[config.mk]
export PLATFORM = sky130hd
export DESIGN_NAME = pc_enc_top
export DESIGN_NICKNAME = d
export VERILOG_FILES = /design/src/common/pc_enc_pkg.sv /design/src/rtl/pc_enc_top.sv /design/src/enc/pc_enc_engine.sv /design/src/enc/pc_enc_alu.sv /design/src/enc/pc_enc_ctrl.sv /design/src/rtl/pc_enc_unload.sv /design/src/rtl/pc_enc_buffer.sv
export VERILOG_INCLUDE_DIRS = /design/src /design/src/common
export SDC_FILE = /design/constraint.sdc
export NUM_CORES = 1
export LEC_CHECK = 0
export ABC_CLOCK_PERIOD_IN_PS = 2600
export BUFFER_PORTS_ARGS = -buffer_cell sky130_fd_sc_hd__buf_2
export CAP_MARGIN = 20
export CORE_MARGIN = 5
export CORE_UTILIZATION = 62
export DETAILED_ROUTE_END_ITERATION = 6
export GPL_TIMING_DRIVEN = 0
export PLACE_DENSITY = 0.79
export SLEW_MARGIN = 25
export SYNTH_ARGS = -nofsm -noshare
export SYNTH_HDL_FRONTEND = slang
export SYNTH_SLANG_ARGS = --single-unit
export TNS_END_PERCENT = 100
[constraint.sdc]
create_clock -name iclk -period 2.6 [get_ports iclk]
set_input_delay 0 -clock iclk [delete_from_list [all_inputs] [get_ports iclk]]
set_output_delay 0 -clock iclk [all_outputs]
set_load 0.005 [all_outputs]
[src/common/pc_enc_config.svh]
`ifndef PC_ENC_CONFIG_SVH
`define PC_ENC_CONFIG_SVH

//------------------------------------------------------------
// Frame geometry
//------------------------------------------------------------

// Bits per frame, fixed at compile time
`define PC_N            64

// Bits per word, power of two
`define PC_WORD_W       8

// Derived word count and address width
`define PC_WORDS        (`PC_N / `PC_WORD_W)
`define PC_ADDR_W       $clog2(`PC_WORDS)

// Butterfly stages inside one word
`define PC_WORD_STAGES  $clog2(`PC_WORD_W)

`endif
[src/common/pc_enc_pkg.sv]
`include "pc_enc_config.svh"

package pc_enc_pkg;

  //------------------------------------------------------------
  // Data types
  //------------------------------------------------------------

  // One frame word, bit i of the frame at bits[i % PC_WORD_W]
  typedef struct packed {
    logic [`PC_WORD_W-1:0] bits;
  } word_t;

  // Word address inside a frame
  typedef logic [`PC_ADDR_W-1:0] addr_t;

  //------------------------------------------------------------
  // Engine command
  //------------------------------------------------------------

  // ALU operations
  typedef enum logic [1:0] {
    NOP   = 2'd0,
    LOAD  = 2'd1,
    XOR   = 2'd2,
    STORE = 2'd3
  } alu_opcode_t;

  // Registered in controller, executed by ALU one edge later
  typedef struct packed {
    alu_opcode_t opcode;
    addr_t       addr_a;
    addr_t       addr_b;
  } alu_cmd_t;

endpackage

[src/rtl/pc_enc_top.sv]
module pc_enc_top (
  input  logic              iclk,
  input  logic              ireset,
  input  logic              iclkena,
  // Input frame words
  input  logic              in_valid,
  input  pc_enc_pkg::word_t in_word,
  output logic              frame_full,
  output logic              busy,
  // Coded frame words
  output logic              out_valid,
  output pc_enc_pkg::word_t out_word,
  output logic              out_last
);

  // Source buffer to engine
  logic              src_full;
  pc_enc_pkg::addr_t src_raddr;
  pc_enc_pkg::word_t src_rdata;
  logic              src_release;

  // Engine to sink buffer to unloader
  logic              snk_wvalid;
  pc_enc_pkg::word_t snk_wdata;
  logic              snk_full;
  pc_enc_pkg::addr_t snk_raddr;
  pc_enc_pkg::word_t snk_rdata;
  logic              snk_release;

  assign frame_full = src_full;

  //------------------------------------------------------------
  // Source buffer, engine, sink buffer, unloader
  //------------------------------------------------------------

  pc_enc_buffer u_src_buf (
    .iclk (iclk), .ireset (ireset), .iclkena (iclkena),
    .wvalid (in_valid), .wdata (in_word),
    .raddr (src_raddr), .frame_release (src_release),
    .rdata (src_rdata), .full (src_full)
  );

  pc_enc_engine u_engine (
    .iclk (iclk), .ireset (ireset), .iclkena (iclkena),
    .src_full (src_full), .src_raddr (src_raddr),
    .src_rdata (src_rdata), .src_release (src_release),
    .snk_full (snk_full), .snk_wvalid (snk_wvalid),
    .snk_wdata (snk_wdata), .busy (busy)
  );

  pc_enc_buffer u_snk_buf (
    .iclk (iclk), .ireset (ireset), .iclkena (iclkena),
    .wvalid (snk_wvalid), .wdata (snk_wdata),
    .raddr (snk_raddr), .frame_release (snk_release),
    .rdata (snk_rdata), .full (snk_full)
  );

  pc_enc_unload u_unload (
    .iclk (iclk), .ireset (ireset), .iclkena (iclkena),
    .full (snk_full), .rdata (snk_rdata),
    .raddr (snk_raddr), .frame_release (snk_release),
    .out_valid (out_valid), .out_word (out_word), .out_last (out_last)
  );

endmodule

[src/enc/pc_enc_engine.sv]
module pc_enc_engine (
  input  logic              iclk,
  input  logic              ireset,
  input  logic              iclkena,
  // Source buffer consumer
  input  logic              src_full,
  output pc_enc_pkg::addr_t src_raddr,
  input  pc_enc_pkg::word_t src_rdata,
  output logic              src_release,
  // Sink buffer producer
  input  logic              snk_full,
  output logic              snk_wvalid,
  output pc_enc_pkg::word_t snk_wdata,
  output logic              busy
);

  // Registered command, controller to ALU
  pc_enc_pkg::alu_cmd_t cmd;

  //------------------------------------------------------------
  // Sequencing
  //------------------------------------------------------------

  pc_enc_ctrl u_ctrl (
    .iclk        (iclk),
    .ireset      (ireset),
    .iclkena     (iclkena),
    .src_full    (src_full),
    .snk_full    (snk_full),
    .src_raddr   (src_raddr),
    .src_release (src_release),
    .cmd         (cmd),
    .busy        (busy)
  );

  //------------------------------------------------------------
  // Datapath
  //------------------------------------------------------------

  pc_enc_alu u_alu (
    .iclk       (iclk),
    .ireset     (ireset),
    .iclkena    (iclkena),
    .cmd        (cmd),
    .src_rdata  (src_rdata),
    .snk_wvalid (snk_wvalid),
    .snk_wdata  (snk_wdata)
  );

endmodule

[src/enc/pc_enc_alu.sv]
`include "pc_enc_config.svh"

module pc_enc_alu (
  input  logic                 iclk,
  input  logic                 ireset,
  input  logic                 iclkena,
  // Command from controller
  input  pc_enc_pkg::alu_cmd_t cmd,
  // Source word, valid while LOAD executes
  input  pc_enc_pkg::word_t    src_rdata,
  // Sink write port
  output logic                 snk_wvalid,
  output pc_enc_pkg::word_t    snk_wdata
);

  //------------------------------------------------------------
  // In-word polar butterfly
  //------------------------------------------------------------

  // Bit p gets XOR of bit p + span, for every p with span bit clear
  function automatic pc_enc_pkg::word_t word_butterfly(input pc_enc_pkg::word_t w);
    logic [`PC_WORD_W-1:0] v;
    int                    st;
    int                    p;
    int                    span;
    v = w.bits;
    for (st = 0; st < `PC_WORD_STAGES; st++) begin
      span = 1 << st;
      for (p = 0; p < `PC_WORD_W; p++) begin
        if ((p & span) == 0) begin
          v[p] = v[p] ^ v[p + span];
        end
      end
    end
    return '{bits: v};
  endfunction

  // Working register file, one frame
  pc_enc_pkg::word_t work [`PC_WORDS];

  //------------------------------------------------------------
  // Execute
  //------------------------------------------------------------

  always_ff @(posedge iclk) begin
    if (iclkena) begin
      case (cmd.opcode)
        pc_enc_pkg::LOAD:  work[cmd.addr_a] <= word_butterfly(src_rdata);
        // Cross-word butterfly half
        pc_enc_pkg::XOR:   work[cmd.addr_a].bits <= work[cmd.addr_a].bits ^
                                                    work[cmd.addr_b].bits;
        pc_enc_pkg::STORE: snk_wdata <= work[cmd.addr_a];
        default: ;
      endcase
    end
  end

  // Sink write strobe
  always_ff @(posedge iclk or posedge ireset) begin
    if (ireset) begin
      snk_wvalid <= 1'b0;
    end else if (iclkena) begin
      snk_wvalid <= (cmd.opcode == pc_enc_pkg::STORE);
    end
  end

endmodule

[src/enc/pc_enc_ctrl.sv]
`include "pc_enc_config.svh"

module pc_enc_ctrl (
  input  logic                 iclk,
  input  logic                 ireset,
  input  logic                 iclkena,
  // Buffer status
  input  logic                 src_full,
  input  logic                 snk_full,
  // Source read side
  output pc_enc_pkg::addr_t    src_raddr,
  output logic                 src_release,
  // ALU command
  output pc_enc_pkg::alu_cmd_t cmd,
  output logic                 busy
);

  //------------------------------------------------------------
  // Constants and state
  //------------------------------------------------------------

  localparam pc_enc_pkg::addr_t LAST_WORD = pc_enc_pkg::addr_t'(`PC_WORDS - 1);
  localparam pc_enc_pkg::addr_t LAST_PAIR = pc_enc_pkg::addr_t'(`PC_WORDS / 2 - 1);

  typedef enum logic [2:0] {
    S_IDLE,
    S_LOAD,
    S_STAGE,
    S_WAIT_SINK,
    S_STORE
  } state_t;

  state_t state;

  // Word counter for load and store
  pc_enc_pkg::addr_t phi;
  // Pair counter inside one cross-word stage
  pc_enc_pkg::addr_t beta;
  // One-hot stage span, 1, 2, 4 ...
  pc_enc_pkg::addr_t span;

  // Pair address generation
  pc_enc_pkg::addr_t low_mask;
  pc_enc_pkg::addr_t pair_a;
  pc_enc_pkg::addr_t pair_b;

  //------------------------------------------------------------
  // Pair addresses
  //------------------------------------------------------------

  // Bits of beta below the span bit
  assign low_mask = span - 1'b1;
  // Zero inserted at span bit of beta
  assign pair_a   = ((beta & ~low_mask) << 1) | (beta & low_mask);
  // Partner word, span bit set
  assign pair_b   = pair_a | span;

  // Source word read during LOAD execution
  assign src_raddr = cmd.addr_a;

  //------------------------------------------------------------
  // FSM
  //------------------------------------------------------------

  always_ff @(posedge iclk or posedge ireset) begin
    if (ireset) begin
      state       <= S_IDLE;
      phi         <= '0;
      beta        <= '0;
      span        <= pc_enc_pkg::addr_t'(1);
      cmd         <= '{opcode: pc_enc_pkg::NOP, addr_a: '0, addr_b: '0};
      src_release <= 1'b0;
      busy        <= 1'b0;
    end else if (iclkena) begin
      // Defaults, no operation and no release
      cmd.opcode  <= pc_enc_pkg::NOP;
      src_release <= 1'b0;
      case (state)
        S_IDLE: begin
          busy <= src_full;
          // First word issued on the start edge
          if (src_full) begin
            cmd   <= '{opcode: pc_enc_pkg::LOAD, addr_a: '0, addr_b: '0};
            phi   <= pc_enc_pkg::addr_t'(1);
            state <= S_LOAD;
          end
        end
        S_LOAD: begin
          cmd   <= '{opcode: pc_enc_pkg::LOAD, addr_a: phi, addr_b: '0};
          phi   <= phi + 1'b1;
          if (phi == LAST_WORD) begin
            // Source frame read out with this command
            src_release <= 1'b1;
            beta        <= '0;
            span        <= pc_enc_pkg::addr_t'(1);
            state       <= S_STAGE;
          end
        end
        S_STAGE: begin
          cmd  <= '{opcode: pc_enc_pkg::XOR, addr_a: pair_a, addr_b: pair_b};
          beta <= beta + 1'b1;
          if (beta == LAST_PAIR) begin
            // Stage done, double the span
            beta <= '0;
            span <= span << 1;
            if (span[`PC_ADDR_W-1]) begin
              state <= S_WAIT_SINK;
            end
          end
        end
        S_WAIT_SINK: begin
          // Sink still holds the previous frame
          if (!snk_full) begin
            cmd   <= '{opcode: pc_enc_pkg::STORE, addr_a: '0, addr_b: '0};
            phi   <= pc_enc_pkg::addr_t'(1);
            state <= S_STORE;
          end
        end
        S_STORE: begin
          cmd <= '{opcode: pc_enc_pkg::STORE, addr_a: phi, addr_b: '0};
          phi <= phi + 1'b1;
          if (phi == LAST_WORD) begin
            state <= S_IDLE;
          end
        end
        default: begin
          state <= S_IDLE;
        end
      endcase
    end
  end

endmodule

[src/rtl/pc_enc_unload.sv]
`include "pc_enc_config.svh"

module pc_enc_unload (
  input  logic              iclk,
  input  logic              ireset,
  input  logic              iclkena,
  // Sink buffer side
  input  logic              full,
  input  pc_enc_pkg::word_t rdata,
  output pc_enc_pkg::addr_t raddr,
  output logic              frame_release,
  // Coded stream
  output logic              out_valid,
  output pc_enc_pkg::word_t out_word,
  output logic              out_last
);

  localparam pc_enc_pkg::addr_t LAST_WORD = pc_enc_pkg::addr_t'(`PC_WORDS - 1);

  // Word emitted this cycle, blocked while release is pending
  logic fire;

  assign fire = full && !frame_release;

  //------------------------------------------------------------
  // Address counter and strobes
  //------------------------------------------------------------

  always_ff @(posedge iclk or posedge ireset) begin
    if (ireset) begin
      raddr         <= '0;
      frame_release <= 1'b0;
      out_valid     <= 1'b0;
      out_last      <= 1'b0;
    end else begin
      // Strobes only after enabled edges
      out_valid <= iclkena && fire;
      out_last  <= iclkena && fire && (raddr == LAST_WORD);
      if (iclkena) begin
        // Held until the buffer takes it on an enabled edge
        frame_release <= fire && (raddr == LAST_WORD);
        if (fire) begin
          raddr <= raddr + 1'b1;
        end
      end
    end
  end

  // Output word register
  always_ff @(posedge iclk) begin
    if (iclkena && fire) begin
      out_word <= rdata;
    end
  end

endmodule

[src/rtl/pc_enc_buffer.sv]
`include "pc_enc_config.svh"

module pc_enc_buffer (
  input  logic              iclk,
  input  logic              ireset,
  input  logic              iclkena,
  // Sequential write side
  input  logic              wvalid,
  input  pc_enc_pkg::word_t wdata,
  // Addressed read side
  input  pc_enc_pkg::addr_t raddr,
  input  logic              frame_release,
  output pc_enc_pkg::word_t rdata,
  output logic              full
);

  //------------------------------------------------------------
  // Storage and write counter
  //------------------------------------------------------------

  localparam pc_enc_pkg::addr_t LAST_WORD = pc_enc_pkg::addr_t'(`PC_WORDS - 1);

  // One frame of words
  pc_enc_pkg::word_t mem [`PC_WORDS];

  // Next word slot to fill
  pc_enc_pkg::addr_t wcnt;

  // Write accepted only while buffer has room
  logic wr_en;

  assign wr_en = wvalid && !full;

  //------------------------------------------------------------
  // Fill state
  //------------------------------------------------------------

  always_ff @(posedge iclk or posedge ireset) begin
    if (ireset) begin
      wcnt <= '0;
      full <= 1'b0;
    end else if (iclkena) begin
      if (frame_release) begin
        // Consumer done, reopen for next frame
        wcnt <= '0;
        full <= 1'b0;
      end else if (wr_en) begin
        wcnt <= wcnt + 1'b1;
        // Last slot written
        if (wcnt == LAST_WORD) begin
          full <= 1'b1;
        end
      end
    end
  end

  // Word array
  always_ff @(posedge iclk) begin
    if (iclkena && wr_en) begin
      mem[wcnt] <= wdata;
    end
  end

  // Asynchronous read
  assign rdata = mem[raddr];

endmodule

==> impl_metrics.py, run 1 <==
metrics = {
    "synth": {
        "synth_top_area_cell": "edfxtp_1",
        "avgSynthCellArea_um2": 17.1,
        "synth_top_area_share_pct": 59.1,
        "syn_nets": 641,
        "syn_inst": 619,
        "synth_warnings": 0,
        "ys_async_sr_fraction_pct": 15.1,
        "synth-edff-count": 208,
        "ys.flop_type": "edfxtp_1",
        "synth_seq_cells": 245,
        "synthTopCellsByArea": "edfxtp_1 59%, mux4_2 12%, dfrtp_1 8.5%",
        "yosysUniqueCellTypes": 50,
        "syn_area_um2": 10600,
        "post-synth-top-count-cell": "edfxtp_1",
        "synth_common_cells": "208 x edfxtp_1, 55 x mux4_2, 46 x nor2_1",
        "synth-seq-area-share_pct": 67.9,
    },
    "outcome": {
        "status": "finished clean",
    },
    "setup_path": {
        "reg2reg_from": "u_engine.u_ctrl.src_raddr[2]$_DFFE_PP0P_",
        "cp_cell_sequence": "buf_2 -> buf_2 -> clkbuf_2 -> nand3_1 -> nor2_1",
        "worst_path_largest_cell_delay_ns": 0.76,
        "cpLargestDelayFamily": "simple AND/OR/NAND/NOR gates",
        "crit_arrival_ns": 2.68,
        "ff2ff_setup_slack_ns": 0.06,
        "reg2reg_depth": 5,
        "cp_max_fo": 10,
        "cp_slowest_cell": "nor2_1",
        "critPathKind": "reg -> reg",
        "endpoint_kind": "register",
        "crit_path_frequent_cell": "buf_2",
        "start_kind": "register",
        "timing.rr.end": "u_engine.u_alu.work[7][1]$_DFFE_PP_",
        "critical_path_required_ns": 2.74,
        "path_buf_inv": 3,
    },
    "clock_tree": {
        "cts_root_buf": "clkbuf_16",
        "cts.htree.levels": 1,
        "clk_pin_slew_ns": 0.06,
        "clkLatencyLatePin_ns": 0.52,
        "cts_buffers": 25,
        "cts.path.max_buffers": 3,
        "post-cts-setup-buffers": 0,
        "cts.sinks": 245,
        "cts_tree": "yes",
    },
    "pwr": {
        "internal_power_w": 0.00979,
        "netSwitchingFraction_pct": 32.3,
        "ir_drop_mv": 0.923,
        "power_frac_seq_pct": 41.9,
        "p_switching_w": 0.00466,
        "power.leakage_nw": 4.05,
        "power_density_nw_per_um2": 1210,
        "pwr-share-comb_pct": 34.7,
        "pwr-share-clk_pct": 23.4,
    },
    "die": {
        "die_y_um": 141,
        "dieArea_um2": 19700,
        "core_um2": 16600,
        "rows": 47,
        "io_pins": 24,
        "start_util_pct": 63.5,
        "die_x_um": 141,
    },
    "grt": {
        "grt_max_degree": 38,
        "grt_pass1_vias": 5874,
        "grtUsageTotal_pct": 21.8,
        "grt_pass1_wl_um": 32900,
        "antenna_found_initial": 0,
        "grt.overflow.total": 0,
    },
    "route": {
        "met3_length_um": 1180,
        "vias": 5730,
        "firstDrtPassIters": 5,
        "drt_wl_total_um": 21100,
        "vias_per_cell": 6.26,
        "wl_per_cell_um": 23.1,
        "maxUsedRoutingLayer": "met4",
        "dr.first_iter.drc_count": 519,
        "drc_errors": 0,
        "ant_nets": 0,
        "wl_met2_um": 10900,
        "wl_met1_um": 8560,
    },
    "sta": {
        "finalHoldViolCount": 0,
        "slew_violations": 0,
        "worstMarginPinSlew_ns": 0.946,
        "hold_ws_ns": 0.0164,
        "post-route-period-util_pct": 97.6,
        "fin_worst_skew_ns": 0.00811,
        "layout_min_cycle_time_ns": 2.54,
        "finalSetupViolCount": 0,
        "fmax_mhz": 394,
        "slew_headroom_pct": 36.7,
        "rsz0062_at_grt": "true",
    },
    "hold_path": {
        "hold_class": "in -> reg",
        "whs_path_depth": 3,
        "hp-start": "iclkena",
        "min_to": "u_engine.u_alu.snk_wvalid$_DFFE_PP0P_",
    },
    "finish": {
        "diodes": 0,
        "synthToLayoutAreaGrowth_pct": 12.7,
        "nets": 699,
        "fin_cells": 915,
        "drive_above_1_share_pct": 26.2,
    },
    "placed_design": {
        "hpwl_um": 13400,
        "dpl.cell_count": 861,
        "globalplace.congestion": 0.841,
        "numPortBuffers": 22,
    },
    "job": {
        "drv_cap": 0,
    },
}
## state kept, by name (all words and copies together), names as in the netlist, 5 cells and up
register,flops
u_engine.u_alu.snk_wdata,8
u_engine.u_alu.work,64
u_engine.u_ctrl.cmd,5
u_snk_buf.mem,64
u_src_buf.mem,64
u_unload.out_word,8
## worst reg2reg max path: cells and delay by family (launching register included)
family | cells | cell delay, ns
and+or+nand+nor | 2 | 1.03
DFF | 1 | 0.33
buffers and inverters | 3 | 0.79
## cell families after synthesis
family          count (synthesis)  share of synthesized area, %
simple gates                  127                          5.38
compound gates                 66                          3.93
buf+inv                        47                          2.08
flops                         245                          67.9
xor+xnor                       25                          2.14
fa+ha+maj                      10                          1.18
mux                            99                          17.4
## how the worst max path moves through the flow
| stage | start | end | depth (start not counted) |
|---|---|---|---|
| floorplan | u_engine.u_ctrl.src_raddr[0]$_DFFE_PP0P_ | u_engine.u_alu.work[0][2]$_DFFE_PP_ | 7 |
| global placement | u_engine.u_ctrl.src_raddr[2]$_DFFE_PP0P_ | u_engine.u_alu.work[4][7]$_DFFE_PP_ | 5 |
| detailed placement | u_engine.u_ctrl.src_raddr[2]$_DFFE_PP0P_ | u_engine.u_alu.work[1][7]$_DFFE_PP_ | 8 |
| CTS | u_engine.u_ctrl.src_raddr[0]$_DFFE_PP0P_ | u_engine.u_alu.work[7][5]$_DFFE_PP_ | 8 |
| global route | u_engine.u_ctrl.src_raddr[2]$_DFFE_PP0P_ | u_engine.u_alu.work[4][7]$_DFFE_PP_ | 5 |
| finish | u_engine.u_ctrl.src_raddr[2]$_DFFE_PP0P_ | u_engine.u_alu.work[7][1]$_DFFE_PP_ | 5 |
## metal layers
layer	vias to the layer above	global-route usage (%)
li1	2523	-
met1	2944	29.2
met2	222	37.8
met3	41	3.58
met4	0	5.46
met5	-	0
## power by group through the flow
stage	Sequential (W)	Combinational [W]	Clock [W]
2_1_floorplan	0.00596	0.00367	0
3_3_place_gp	0.00603	0.00459	0
3_5_place_dp	0.00608	0.00483	0
4_1_cts	0.00604	0.00496	0.00342
5_1_grt	0.00610	0.00542	0.00360
6_report	0.00605	0.00502	0.00337
## cells in the final DEF (no fill, tap or decap), types with 8 or more instances in the layout
cell and count:
xor2_1 8, clkinv_2 8, mux2_2 23, xnor2_1 16, mux4_2 55, a21oi_1 14
nand2b_1 10, mux2i_1 12, nand2_1 39, dlygate4sd3_1 10, o21ai_0 15, inv_1 12
edfxtp_1 208, ha_1 10, buf_2 29, dfrtp_1 36, clkbuf_1 14, nor2b_1 8
nor2_1 41, clkbuf_16 25
## per-stage QoR
| stage | TNS [ns] | instance area (µm²) | util, % | total power, W | setup slack (ns) |
|---|---|---|---|---|---|
| floorplan | 0 | 10600 | - | 0.00963 | 0.330 |
| global placement | -12.36 | 10900 | 65.8 | 0.0106 | -0.404 |
| detailed placement | -16.78 | 11000 | 66.0 | 0.0109 | -0.289 |
| CTS | 0 | 11900 | 71.4 | 0.0144 | 0.00965 |
| global route | -0.807 | 11900 | 71.5 | 0.0151 | -0.0414 |
| finish | 0 | 11900 | 71.5 | 0.0144 | 0.0626 |
## final cells by class
class                      count  area (µm²)
timing repair buffer          32         210
buffer                        33         190
clock buffer                  28         637
sequential                   245        7170
inverter                      13        48.8
tap                          220         275
multi-input combinational    327        3230
fill                        1019        4740
clock inverter                17         136
## timing repair
| action | CTS | global route |
|---|---|---|
| cloned | 0 | 0 |
| endpoints found under the setup margin | 120 | 87 |
| endpoints found under the hold margin | 101 | 0 |
| hold buffers | 10 | 0 |
| resized for setup | 13 | 12 |
(Power assumes the default switching activity.)
==> run 2: changes to the inputs <==
--- a/config.mk
+++ b/config.mk
@@ -8,7 +8,6 @@
 export LEC_CHECK = 0
 export ABC_CLOCK_PERIOD_IN_PS = 2600
 export BUFFER_PORTS_ARGS = -buffer_cell sky130_fd_sc_hd__buf_2
-export CAP_MARGIN = 20
 export CORE_MARGIN = 5
 export CORE_UTILIZATION = 62
 export DETAILED_ROUTE_END_ITERATION = 6
@@ -17,5 +16,6 @@
 export SLEW_MARGIN = 25
 export SYNTH_ARGS = -nofsm -noshare
 export SYNTH_HDL_FRONTEND = slang
+export SYNTH_HIERARCHICAL = 1
 export SYNTH_SLANG_ARGS = --single-unit
 export TNS_END_PERCENT = 100
==> run 2 against run 1 <==
Against the previous run: the run now ends with negative setup slack left; fmax is 5.9% lower; critical path depth increased by 4; critical path type unchanged; clock power down 6.8%; synthesized area up 2.8%; global-route usage rose by 0.23 points; setup slack worse by 0.16 ns.
==> impl_metrics.py, run 2 <==
metrics = {
    "sta": {
        "finalHoldViolCount": 0,
        "fin_ws_ns": -0.0974,
        "post-route-period-util_pct": 104,
        "finalSetupViolCount": 24,
        "layout_min_cycle_time_ns": 2.70,
        "worstMarginPinSlew_ns": 1.07,
        "fmax_mhz": 371,
        "slew_headroom_pct": 28.1,
        "fin_worst_skew_ns": 0.0118,
        "slew_violations": 0,
        "rsz0062_at_grt": "true",
    },
    "die": {
        "io_pins": 24,
        "die_y_um": 142,
        "dieArea_um2": 20300,
        "start_util_pct": 63.0,
        "core_um2": 17200,
        "die_x_um": 142,
        "rows": 48,
    },
    "setup_path": {
        "critPathKind": "reg -> reg",
        "cp_max_fo": 8,
        "timing.rr.end": "u_engine/u_alu/work[7][0]$_DFFE_PP_",
        "reg2reg_from": "u_engine/u_ctrl/src_raddr[0]$_DFFE_PP0P_",
        "crit_arrival_ns": 2.91,
        "start_kind": "register",
        "critical_path_required_ns": 2.82,
        "endpoint_kind": "register",
        "ff2ff_setup_slack_ns": -0.1,
        "reg2reg_depth": 9,
    },
    "grt": {
        "grtUsageTotal_pct": 22.0,
        "antenna_found_initial": 0,
        "grt_max_degree": 30,
        "grt.overflow.total": 0,
        "grt_pass1_wl_um": 34200,
        "grt_pass1_vias": 6141,
    },
    "placed_design": {
        "hpwl_um": 13800,
        "pre_cts_ws_ns": -0.693,
        "globalplace.congestion": 0.887,
        "dpl_cell_area_um2": 11300,
        "numPortBuffers": 23,
    },
    "finish": {
        "fin_util_pct": 71.8,
        "layout_common_cells": "208 x edfxtp_1, 38 x mux4_2, 35 x buf_2, 35 x dfrtp_1, 33 x nor2_1",
        "n_fill_cell": 996,
        "synthToLayoutAreaGrowth_pct": 14.0,
        "drive_above_1_share_pct": 26.2,
        "fin_area_um2": 12400,
        "final_common_cell": "edfxtp_1",
        "diodes": 0,
        "nets": 717,
        "top_regs": "u_engine/u_alu/work: 64 flops, u_snk_buf/mem: 64 flops, u_src_buf/mem: 64 flops",
    },
    "synth": {
        "syn_area_um2": 10900,
        "synth_seq_cells": 245,
        "yosysUniqueCellTypes": 60,
        "synth_warnings": 6,
        "synth_top_area_share_pct": 57.5,
        "synthTopCellsByArea": "edfxtp_1 58%, dfrtp_1 8.3%, mux4_1 7.5%",
        "syn_inst": 625,
        "synth-seq-area-share_pct": 66.1,
        "post-synth-top-count-cell": "edfxtp_1",
        "synth-edff-count": 208,
        "synth_common_cells": "208 x edfxtp_1, 36 x dfrtp_1, 35 x nor2_1",
        "syn_nets": 647,
        "avgSynthCellArea_um2": 17.4,
        "ys.flop_type": "edfxtp_1",
        "synth_top_area_cell": "edfxtp_1",
        "ys_async_sr_fraction_pct": 15.1,
    },
    "clock_tree": {
        "clk_pin_slew_ns": 0.06,
        "cts_root_buf": "clkbuf_16",
        "cts_tree": "yes",
        "cts.sinks": 245,
        "clkLatencyLatePin_ns": 0.51,
        "cts_buffers": 24,
        "cts.path.max_buffers": 3,
        "cts.htree.levels": 1,
    },
    "route": {
        "dr.first_iter.drc_count": 515,
        "firstDrtPassIters": 5,
        "vias": 6080,
        "ant_nets": 0,
        "vias_per_cell": 6.48,
        "drt_wl_total_um": 22200,
        "drc_errors": 0,
        "wl_per_cell_um": 23.7,
    },
    "pwr": {
        "power.leakage_nw": 4.39,
        "power_density_nw_per_um2": 1240,
        "ir_drop_mv": 0.720,
        "power_w": 0.0153,
    },
    "job": {
        "drv_cap": 0,
    },
    "hold_path": {
        "hold_class": "in -> async",
    },
    "outcome": {
        "status": "finished, violations left",
        "failed_checks": "negative setup slack",
    },
}
==> run 2: how the worst max path moves through the flow <==
stage	startpoint	end	slack, ns
after floorplan	u_engine/u_ctrl/src_raddr[2]$_DFFE_PP0P_	u_engine/u_alu/work[0][0]$_DFFE_PP_	0.01
after global placement	u_engine/u_ctrl/src_raddr[2]$_DFFE_PP0P_	u_engine/u_alu/work[4][0]$_DFFE_PP_	-0.58
after detailed placement	u_engine/u_ctrl/src_raddr[2]$_DFFE_PP0P_	u_engine/u_alu/work[3][1]$_DFFE_PP_	-0.69
after CTS	u_engine/u_ctrl/src_raddr[0]$_DFFE_PP0P_	u_engine/u_alu/work[1][0]$_DFFE_PP_	-0.04
after global routing	u_engine/u_ctrl/src_raddr[0]$_DFFE_PP0P_	u_engine/u_alu/work[1][0]$_DFFE_PP_	-0.21
final	u_engine/u_ctrl/src_raddr[0]$_DFFE_PP0P_	u_engine/u_alu/work[7][0]$_DFFE_PP_	-0.1
==> run 2: kinds of logic (layout without fill, tap and decap cells) <==
group	count (synthesis)	after routing	share of synthesized area (%)
compound gates	78	78	5.19
flops	245	245	66.1
fa+ha+maj	10	10	1.15
buf+inv	58	146	3.16
xor+xnor	25	25	2.02
simple gates	105	105	4.94
mux	104	104	17.5
==> run 2: report_power, final <==
part           internal, W  total, W  switching, W
sequential         0.00563   0.00607      0.000442
clock              0.00180   0.00314       0.00134
combinational      0.00288   0.00609       0.00321
total               0.0103    0.0153       0.00499
==> run 2: metal layers <==
| metal | up-vias | global-route usage, % | wire [µm] | share of wire (%) |
|---|---|---|---|---|
| met5 | - | 0 | 0 | 0 |
| met4 | 0 | 6.85 | 548 | 2.5 |
| met3 | 62 | 3.49 | 1440 | 6.5 |
| met2 | 301 | 38.2 | 11700 | 52 |
| met1 | 3103 | 28.9 | 8580 | 39 |
| li1 | 2614 | - | - | - |
==> run 2: worst max-delay path: stages, from the launching register on <==
cell	delay (ns)
dfrtp_1	0.40
buf_6	0.17
buf_12	0.14
mux4_2	0.50
mux2_4	0.33
xor2_4	0.17
xnor2_2	0.21
xor2_1	0.19
o21ai_1	0.09
o31a_1	0.20
==> run 2: cell type report <==
| class | count | area, µm² | area share, % |
|---|---|---|---|
| well taps | 225 | 282 | 2.28 |
| repair buffers | 46 | 379 | 3.06 |
| flip-flops and latches | 245 | 7170 | 58.0 |
| multi-input cells | 322 | 3490 | 28.2 |
| plain buffers | 31 | 240 | 1.94 |
| clock inverters | 6 | 27.5 | 0.222 |
| clock buffers | 38 | 684 | 5.53 |
| inverters | 25 | 93.8 | 0.758 |
==> run 2: repair_timing <==
item | in CTS | in global routing
endpoints found under the setup margin | 56 | 56
hold endpoints to repair | 101 | 0
setup buffers | 7 | 5
gates cloned | 1 | 0
hold buffers | 11 | 0
gates resized for setup | 39 | 18
pin swaps | 8 | 5
==> run 2: metrics by stage <==
| step | hold WS (ns) | instances | TNS (ns) |
|---|---|---|---|
| floorplan | -0.271 | 625 | 0 |
| global placement | -0.0970 | 873 | -21.97 |
| detailed placement | -0.0955 | 873 | -25.56 |
| CTS | 0.00109 | 934 | -0.229 |
| global route | 0.0269 | 938 | -4.81 |
| finish | 0.0191 | 938 | -2.19 |
==> run 3: changes to the inputs <==
--- a/config.mk
+++ b/config.mk
@@ -9,10 +9,10 @@
 export ABC_CLOCK_PERIOD_IN_PS = 2600
 export BUFFER_PORTS_ARGS = -buffer_cell sky130_fd_sc_hd__buf_2
 export CORE_MARGIN = 5
-export CORE_UTILIZATION = 62
+export CORE_UTILIZATION = 60
 export DETAILED_ROUTE_END_ITERATION = 6
 export GPL_TIMING_DRIVEN = 0
-export PLACE_DENSITY = 0.79
+export PLACE_DENSITY = 0.77
 export SLEW_MARGIN = 25
 export SYNTH_ARGS = -nofsm -noshare
 export SYNTH_HDL_FRONTEND = slang
==> run 3 against run 2 <==
Against the previous run: the flow still finishes with violations (negative setup slack); setup slack worse by 0.22 ns; sequential cell count unchanged; via count fell by 4.0%; critical path type unchanged; utilization fell by 2.2 points; non-clock buffer count increased by 4; clock skew grew 0.0038 ns; hold slack better by 0.010 ns; fmax fell by 7.5%; global-route usage decreased by 1.3 points; sequential power about the same; register-to-register slack got worse by 0.22 ns; cell count rose by 0.85%.
==> impl_metrics.py, run 3 (synthesis results as in run 2) <==
metrics = {
    "route": {
        "vias_per_cell": 6.17,
        "ant_nets": 0,
        "wl_per_cell_um": 22.0,
        "vias": 5836,
        "drc_errors": 0,
        "drt_wl_total_um": 20800,
        "firstDrtPassIters": 5,
        "dr.first_iter.drc_count": 481,
    },
    "placed_design": {
        "pre_cts_ws_ns": -0.749,
        "dpl.cell_count": 878,
        "numPortBuffers": 23,
        "hpwl_um": 13500,
        "globalplace.congestion": 0.844,
    },
    "setup_path": {
        "critical_path_required_ns": 2.80,
        "reg2reg_depth": 10,
        "path_depth": 10,
        "start_kind": "register",
        "cp_slowest_cell": "mux4_2",
        "path_buf_inv": 3,
        "endpoint_kind": "register",
        "worst_path_largest_cell_delay_ns": 0.53,
        "reg2reg_from": "u_engine/u_ctrl/src_raddr[0]$_DFFE_PP0P_",
        "critPathKind": "reg -> reg",
        "crit_arrival_ns": 3.12,
        "timing.rr.end": "u_engine/u_alu/work[0][0]$_DFFE_PP_",
        "cp_cell_sequence": "buf_6 -> buf_12 -> buf_12 -> mux4_2 -> mux2_4 -> xnor2_2 -> xnor2_2 -> xor2_1 -> o21ai_1 -> o31a_1",
        "ff2ff_setup_slack_ns": -0.32,
        "cpLargestDelayFamily": "multiplexers",
        "cp_max_fo": 8,
        "startpoint": "u_engine/u_ctrl/src_raddr[0]$_DFFE_PP0P_",
        "crit_path_end": "u_engine/u_alu/work[0][0]$_DFFE_PP_",
    },
    "finish": {
        "final_common_cell": "edfxtp_1",
        "top_regs": "u_engine/u_alu/work: 64 flops, u_snk_buf/mem: 64 flops, u_src_buf/mem: 64 flops",
        "drive_above_1_share_pct": 26.4,
        "synthToLayoutAreaGrowth_pct": 14.7,
        "n_fill_cell": 1138,
        "multi_input_area_um2": 3450,
        "fin_cells": 946,
        "nets": 722,
        "layout_common_cells": "208 x edfxtp_1, 35 x buf_2, 35 x dfrtp_1",
        "diodes": 0,
        "layout.area.seq_um2": 7170,
    },
    "outcome": {
        "status": "finished, violations left",
        "failed_checks": "negative setup slack",
    },
    "sta": {
        "slew_headroom_pct": 36.9,
        "fin_ws_ns": -0.317,
        "post-route-period-util_pct": 112,
        "worstMarginPinSlew_ns": 0.943,
        "rsz0062_at_grt": "true",
        "finalHoldViolCount": 0,
        "fin_worst_skew_ns": 0.0157,
        "finalSetupViolCount": 32,
        "slew_violations": 0,
        "fmax_mhz": 343,
        "tns_ns": -4.09,
        "layout_min_cycle_time_ns": 2.92,
    },
    "grt": {
        "antenna_found_initial": 0,
        "grt_pass1_vias": 6036,
        "grtUsageTotal_pct": 20.7,
        "grt_max_degree": 30,
        "grt_pass1_wl_um": 33200,
        "grt.overflow.total": 0,
    },
    "pwr": {
        "ir_drop_mv": 1.13,
        "power.leakage_nw": 4.47,
        "power_density_nw_per_um2": 1250,
    },
    "clock_tree": {
        "cts.sinks": 245,
        "cts.path.max_buffers": 3,
        "cts_buffers": 25,
        "cts_root_buf": "clkbuf_16",
        "clk_pin_slew_ns": 0.06,
        "clkLatencyLatePin_ns": 0.51,
        "cts_tree": "yes",
        "cts.htree.levels": 1,
    },
    "die": {
        "io_pins": 24,
        "core_um2": 17900,
        "dieArea_um2": 20900,
        "die_x_um": 145,
        "rows": 49,
        "start_util_pct": 60.6,
        "die_y_um": 145,
    },
    "hold_path": {
        "hold_class": "in -> reg",
    },
    "job": {
        "drv_cap": 0,
    },
}
[run 3: changes by cell type in the layout (fill, tap and decap cells not counted), sizes merged]
| cell | before | now |
|---|---|---|
| clkbuf | 42 | 32 |
| buf | 62 | 65 |
| dlygate4sd3 | 11 | 12 |
| bufinv | 0 | 4 |
| clkinv | 6 | 10 |
| clkinvlp | 0 | 2 |
[run 3: metal layers]
layer | track usage, % | vias to the layer above | part of all wire [%]
met1 | 27.4 | 2972 | 40
met2 | 36.3 | 205 | 52
met5 | 0 | - | 0
met4 | 5.35 | 0 | 2.1
met3 | 3.41 | 28 | 5.8
li1 | - | 2631 | -
[run 3: worst min path at each step]
stage / slack (ns) / endpoint / startpoint / cells after the start
final: 0.03 / u_src_buf/full$_DFFE_PP0P_ / iclkena / 2
after global routing: 0.05 / u_snk_buf/wcnt[2]$_DFFE_PP0P_ / iclkena / 2
after CTS: 0.02 / u_snk_buf/wcnt[2]$_DFFE_PP0P_ / iclkena / 2
after detailed placement: -0.08 / u_engine/u_alu/snk_wvalid$_DFFE_PP0P_ / ireset / 2
after global placement: -0.08 / u_engine/u_alu/snk_wvalid$_DFFE_PP0P_ / ireset / 2
after floorplan: -0.27 / u_engine/u_alu/snk_wvalid$_DFFE_PP0P_ / ireset / 1
[run 3: what timing repair did]
| action | 4_1_cts | 5_1_grt |
|---|---|---|
| hold buffers | 12 | 0 |
| pin swaps | 6 | 1 |
| setup endpoints to repair | 56 | 32 |
| buffers inserted | 11 | 2 |
| hold endpoints to repair | 101 | 0 |
| gates cloned | 1 | 0 |
| resized for setup | 34 | 5 |
[run 3: layout make-up]
cell class                      instances  share of cell area (%)
Buffer                                 31                    1.93
Clock buffer                           28                    5.12
Clock inverter                         16                    1.42
Inverter                               25                   0.754
Multi-Input combinational cell        322                    27.7
Sequential cell                       245                    57.6
Tap cell                              229                    2.30
Timing Repair Buffer                   50                    3.19
[run 3: metrics by stage]
step	utilization (%)	cell area, µm²	total power, W	hold slack [ns]
2_1_floorplan	-	10900	0.00973	-0.271
3_3_place_gp	62.9	11300	0.0108	-0.0783
3_5_place_dp	63.1	11300	0.0110	-0.0800
4_1_cts	69.3	12400	0.0153	0.0153
5_1_grt	69.5	12500	0.0162	0.0521
6_report	69.5	12500	0.0155	0.0292
[run 3: power by group]
| group | leakage [nW] | switching [W] | internal, W |
|---|---|---|---|
| sequential | 2.33 | 0.000441 | 0.00562 |
| combinational | 1.74 | 0.00306 | 0.00286 |
| clock | 0.396 | 0.00137 | 0.00215 |
| total | 4.47 | 0.00488 | 0.0106 |
[run 3: worst reg2reg max path, cell delays in order (launching register included)]
cell and delay, ns:
dfrtp_1 0.38, buf_6 0.14, buf_12 0.11, buf_12 0.12, mux4_2 0.53, mux2_4 0.31
xnor2_2 0.23, xnor2_2 0.15, xor2_1 0.28, o21ai_1 0.12, o31a_1 0.22
